$ cat config.mk
export PLATFORM = sky130hd
export DESIGN_NAME = bbox_walker
export DESIGN_NICKNAME = d
export VERILOG_FILES = /design/src/logic/raster_pkg.sv /design/src/logic/bbox_walker.sv
export SDC_FILE = /design/constraint.sdc
export NUM_CORES = 1
export LEC_CHECK = 0
export BUFFER_PORTS_ARGS = -buffer_cell sky130_fd_sc_hd__buf_4
export CORE_MARGIN = 4
export CORE_UTILIZATION = 48
export DETAILED_ROUTE_END_ITERATION = 8
export PLACE_DENSITY = 0.82
export SLEW_MARGIN = 5
export SYNTH_ARGS = -nofsm -noshare
export SYNTH_HDL_FRONTEND = slang
export SYNTH_SLANG_ARGS = --single-unit
$ cat constraint.sdc
create_clock -name clk -period 4.1 [get_ports clk]
set_clock_uncertainty 0.1 [all_clocks]
set_input_delay 0.205 -clock clk [delete_from_list [all_inputs] [get_ports clk]]
set_output_delay 0.205 -clock clk [all_outputs]
set_load 0.05 [all_outputs]
$ cat src/logic/raster_pkg.sv
// raster iterator package with fixed-point widths, MSAA codes, FSM states and shared bundles
package raster_pkg;

    // fixed-point format with integer part above RADIX
    localparam int SIGFIG = 24;
    localparam int RADIX = 10;

    // samples per step, stacked vertically
    localparam int NUM_LANES = 4;

    // triangle shape
    localparam int NUM_VERTS = 3;
    localparam int NUM_AXIS = 3;
    localparam int NUM_COLORS = 3;

    // signed coordinate with RADIX fraction bits
    typedef logic signed [SIGFIG-1:0] coord_t;

    // unsigned colour channel
    typedef logic [SIGFIG-1:0] color_t;

    // one-hot multisample code
    // shifted by RADIX-3 it gives the sample interval
    typedef enum logic [3:0] {
        MSAA_1X  = 4'b1000,
        MSAA_4X  = 4'b0100,
        MSAA_16X = 4'b0010,
        MSAA_64X = 4'b0001
    } msaa_e;

    // walker FSM
    typedef enum logic {
        ITER_WAIT,
        ITER_TEST
    } iter_state_e;

    // lower-left and upper-right corners
    typedef struct packed {
        coord_t ll_x;
        coord_t ll_y;
        coord_t ur_x;
        coord_t ur_y;
    } bbox_t;

    // vertex by axis
    typedef struct packed {
        coord_t [NUM_VERTS-1:0][NUM_AXIS-1:0] vert;
    } tri_t;

    typedef struct packed {
        color_t [NUM_COLORS-1:0] chan;
    } tri_color_t;

    // one column position handed to the lanes
    typedef struct packed {
        coord_t x;
        coord_t base_y;
        coord_t step;
        coord_t ur_x;
        coord_t ur_y;
        logic   live;
    } row_t;

    typedef struct packed {
        coord_t x;
        coord_t y;
        logic   valid;
    } sample_t;

endpackage
$ cat src/logic/bbox_walker.sv
// bounding-box walker that latches the box on accept, steps columns and rows and holds upstream
`timescale 1ns/10ps

module bbox_walker (
    input  logic                clk,
    input  logic                rst,
    input  logic                tri_valid,
    input  raster_pkg::bbox_t   box_in,
    input  raster_pkg::msaa_e   sub_sample,
    output raster_pkg::row_t    row,
    output logic                accept,
    output logic                halt
);
    import raster_pkg::*;

    iter_state_e state;
    iter_state_e state_next;

    // latched walk parameters
    bbox_t  box_q;
    coord_t step_q;

    // current column and row base
    coord_t col_x;
    coord_t base_y;

    // helpers
    coord_t step_in;
    coord_t top_y;
    logic   at_right;
    logic   at_top;
    logic   at_end;
    logic   take;

    // interval from the one-hot code
    assign step_in = coord_t'(sub_sample) << (RADIX - 3);

    // only sampled while idle
    assign take = (state == ITER_WAIT) && tri_valid;

    // top lane sits NUM_LANES-1 steps above the base
    assign top_y = base_y + coord_t'(NUM_LANES - 1) * step_q;
    assign at_right = (col_x >= box_q.ur_x);
    assign at_top = (top_y >= box_q.ur_y);
    assign at_end = at_right && at_top;

    always_comb begin
        state_next = state;
        case (state)
            ITER_WAIT: begin
                if (tri_valid) begin
                    state_next = ITER_TEST;
                end
            end
            ITER_TEST: begin
                if (at_end) begin
                    state_next = ITER_WAIT;
                end
            end
            default: state_next = ITER_WAIT;
        endcase
    end

    // control state
    always_ff @(posedge clk or posedge rst) begin
        if (rst) begin
            state <= ITER_WAIT;
            halt <= 1'b0;
            accept <= 1'b0;
        end else begin
            state <= state_next;
            halt <= (state_next == ITER_TEST);
            // one cycle after the accepting edge
            accept <= take;
        end
    end

    // walk position
    always_ff @(posedge clk) begin
        if (take) begin
            box_q <= box_in;
            step_q <= step_in;
            col_x <= box_in.ll_x;
            base_y <= box_in.ll_y;
        end else if (state == ITER_TEST) begin
            if (at_right) begin
                // back to left edge with base up a full lane group
                col_x <= box_q.ll_x;
                base_y <= base_y + coord_t'(NUM_LANES) * step_q;
            end else begin
                col_x <= col_x + step_q;
            end
        end
    end

    always_comb begin
        row.x = col_x;
        row.base_y = base_y;
        row.step = step_q;
        row.ur_x = box_q.ur_x;
        row.ur_y = box_q.ur_y;
        row.live = (state == ITER_TEST);
    end

    // accept always starts a walk
    assert property (@(posedge clk) disable iff (rst)
        (state == ITER_WAIT && tri_valid) |=> (state == ITER_TEST));

    // end of box always returns to idle
    assert property (@(posedge clk) disable iff (rst)
        (state == ITER_TEST && at_end) |=> (state == ITER_WAIT));

    // halt tracks the walk exactly
    assert property (@(posedge clk) disable iff (rst)
        halt == (state == ITER_TEST));

endmodule

==> flow_summary.yaml <==
drt:
  viasPerCell: 5.06
  postRouteAntennaNets: 0
  via_count: 5972
  route.detailed.drc: 0
  drt_iter0_markers: 438
  dr.pass1.iters: 5
  wire_per_inst_um: 17.5
  finalWirelength_um: 20700
timing:
  hold_viol_final: 0
  rsz0062_at_grt: "true"
  tns_ns: -0.0377
  period_needed_ns: 4.14
  relSlewSlack_pct: 43.8
  fmax_mhz: 242
  report.final.slew_viol_count: 0
  hold_slack_ns: 0.0222
  setup_viol: 1
  postLayoutSetupSlackWorst_ns: -0.0377
  tightestPinTransition_ns: 0.843
  fin_crit_sh_pct: 101
grt:
  grt_pass1_vias: 6214
  grtUsageTotal_pct: 23.3
  grt_overflow: 0
  grt_max_degree: 76
  antenna_found_initial: 0
  grt_first_pass_wirelength_um: 32300
clock_tree:
  post_cts_buffers: 0
  path_clk_slew_ns: 0.06
  clk_path_buf_depth: 2
  numCtsBuffers: 17
  cts_tree: "built"
  h-tree-depth: 4
  cts_sinks: 126
  cts-root-buf: "clkbuf_16"
  clk-insertion-delay-late_ns: 0.42
floorplanning:
  core_area_um2: 15300
  ios: 226
  die_x_um: 134
  fp.dieH_um: 134
  row_count: 45
  start_util_pct: 49.5
  die-area_um2: 17900
pwr:
  ir_worst_vdd_uv: 478
  power.density_nw_per_um2: 773
  total_power_mw: 8.22
  leakagePower_nw: 4.70
synthesis:
  ys_ff_latch: 126
  ys_async_sr_fraction_pct: 1.59
  netlist-cell-type-count: 52
  synth_top_area_share_pct: 49.1
  synth_area_leaders: "edfxtp_1 49%, ha_1 11%, buf_4 7.0%, inv_1 3.3%, nand2_1 3.2%"
  synth.largest_area_cell: "edfxtp_1"
  syn_avg_cell_area_um2: 11.1
  synth-edff-count: 124
  syn_area_um2: 7580
  synthFlopType: "edfxtp_1"
  yosysWarnings: 0
  synthCells: 686
  synth_seq_area_share_pct: 49.8
finish:
  drive_above_1_share_pct: 28.4
  synthToLayoutAreaGrowth_pct: 40.1
  fin_nets: 1131
  finalInstanceArea_um2: 10600
  antenna_cells: 0
setup_path:
  crit_path_end_kind: "register"
  arrival_ns: 4.34
  required_ns: 4.30
  startpoint_type: "register"
  critPathKind: "register to register"
  crit_fanout: 6
place:
  hpwlAfterDp_um: 14000
  numPortBuffers: 205
  place_area_um2: 9010
  gp_congestion: 0.793
status:
  violations: "setup timing"
  run_status: "finished with violations"
flow_run:
  drv_cap: 0
worst_hold_path:
  hold_class: "input port to register"
[stage by stage]
step	setup slack, ns	util, %	cells
2_1_floorplan	-0.302	-	705
3_3_place_gp	0.0464	58.9	1049
3_5_place_dp	-0.0833	58.9	1049
4_1_cts	0.0418	69.3	1180
5_1_grt	-0.242	69.4	1180
6_report	-0.0377	69.4	1180
[logic make-up (layout without fill, tap and decap cells)]
logic type	count (synthesis)	in the layout	share of synthesized area, %
and+or+nand+nor	165	165	10.9
adders and majority gates	72	72	12.3
other	1	20	0.0494
DFF	126	126	49.8
AOI/OAI and AO/OA	122	122	10.3
buffers and inverters	154	418	11.4
xor gates and xnor gates	46	46	5.31
[synthesized netlist by cell type (2+ instances only)]
master    number
and2_1        11
xor2_1        23
a21o_1        17
o21a_1         2
o31ai_1       15
o21ai_0       32
nand2_1       65
nor2_1        19
o21bai_1       2
nor3b_1        4
nand2b_1       3
edfxtp_1     124
ha_1          68
dfrtp_1        2
fa_1           4
o211ai_1       5
xnor2_1       23
buf_4         71
and3_1         5
nand3_1       10
nor3_1        16
nand4_1       20
inv_1         66
clkbuf_1      12
a21oi_1       32
o22a_1         3
nor2b_1        3
o21ai_1        5
[placed cells by master, fill, tap and decap left out, types with 5 or more instances in the layout]
master and n:
a21o_1 17, a21oi_1 31, and2_1 11, buf_4 220
clkbuf_16 17, clkinvlp_4 6, conb_1 20, dlygate4sd3_1 99
edfxtp_1 124, ha_1 66, inv_1 66, nand2_1 64
nand3_1 9, nand4_1 20, nor2_1 18, nor3_1 16
o211ai_1 5, o21ai_0 30, o21ai_1 6, o31ai_1 15
xnor2_1 20, xor2_1 23
[final timing paths]
kind | depth (start not counted) | slack (ns) | end | startpoint
max | 17 | -0.04 | state | step_q[8]
min in group asynchronous | 3 | 0.11 | accept | rst
min reg2reg | 2 | 0.49 | col_x[21] | box_q[93]
max reg2reg | 17 | -0.04 | state | step_q[8]
min | 3 | 0.02 | base_y[10] | box_in[58]
max in group asynchronous | 3 | 3.65 | state | rst
[sequential cells by signal, indices dropped and copies added, names as in the netlist]
signal / flops
base_y: 24
box_q: 24
row: 48
accept: 1
col_x: 24
state: 1
step_q: 4
[critical path, stage by stage, from the launching register on]
cell and delay [ns]:
edfxtp_1 0.39, buf_4 0.18, fa_2 0.59, ha_4 0.21
a21o_1 0.18, a21o_1 0.18, a21o_1 0.20, a21o_1 0.22
nand4_1 0.18, xnor2_2 0.08, ha_1 0.33, nand4_1 0.17
nor2_2 0.08, a221oi_2 0.24, o21ai_1 0.12, a211oi_2 0.18
xnor2_1 0.10, a221o_1 0.29
[layout make-up]
class                      instances  area [um^2]
clock buffer                      17          425
clock inverter                    15          170
fill                            1110         4690
inverter                          67          254
multi-input combinational        425         3100
sequential                       126         3770
tap                              211          264
timing repair buffer             319         2640
[per-layer routing]
layer  routed length [um]  global-route usage [%]  up-vias
met5                    0                       0        -
met4                  546                    8.06        0
met3                 1610                    7.02       44
met2                10800                    42.2      250
met1                 7720                    25.9     2792
li1                     -                       -     2886
[power by group]
part	total (mW)	switching (mW)	internal, mW
clock	1.53	0.575	0.951
combinational	4.30	2.75	1.54
sequential	2.40	0.418	1.98
total	8.22	3.75	4.47
[timing repair]
item | in CTS | in global routing
hold buffers | 99 | 0
setup endpoints to repair | 1 | 1
gates resized for setup | 2 | 3
hold endpoints to repair | 118 | 0
pin swaps | 7 | 1
Power figures use the tool's default switching activity.
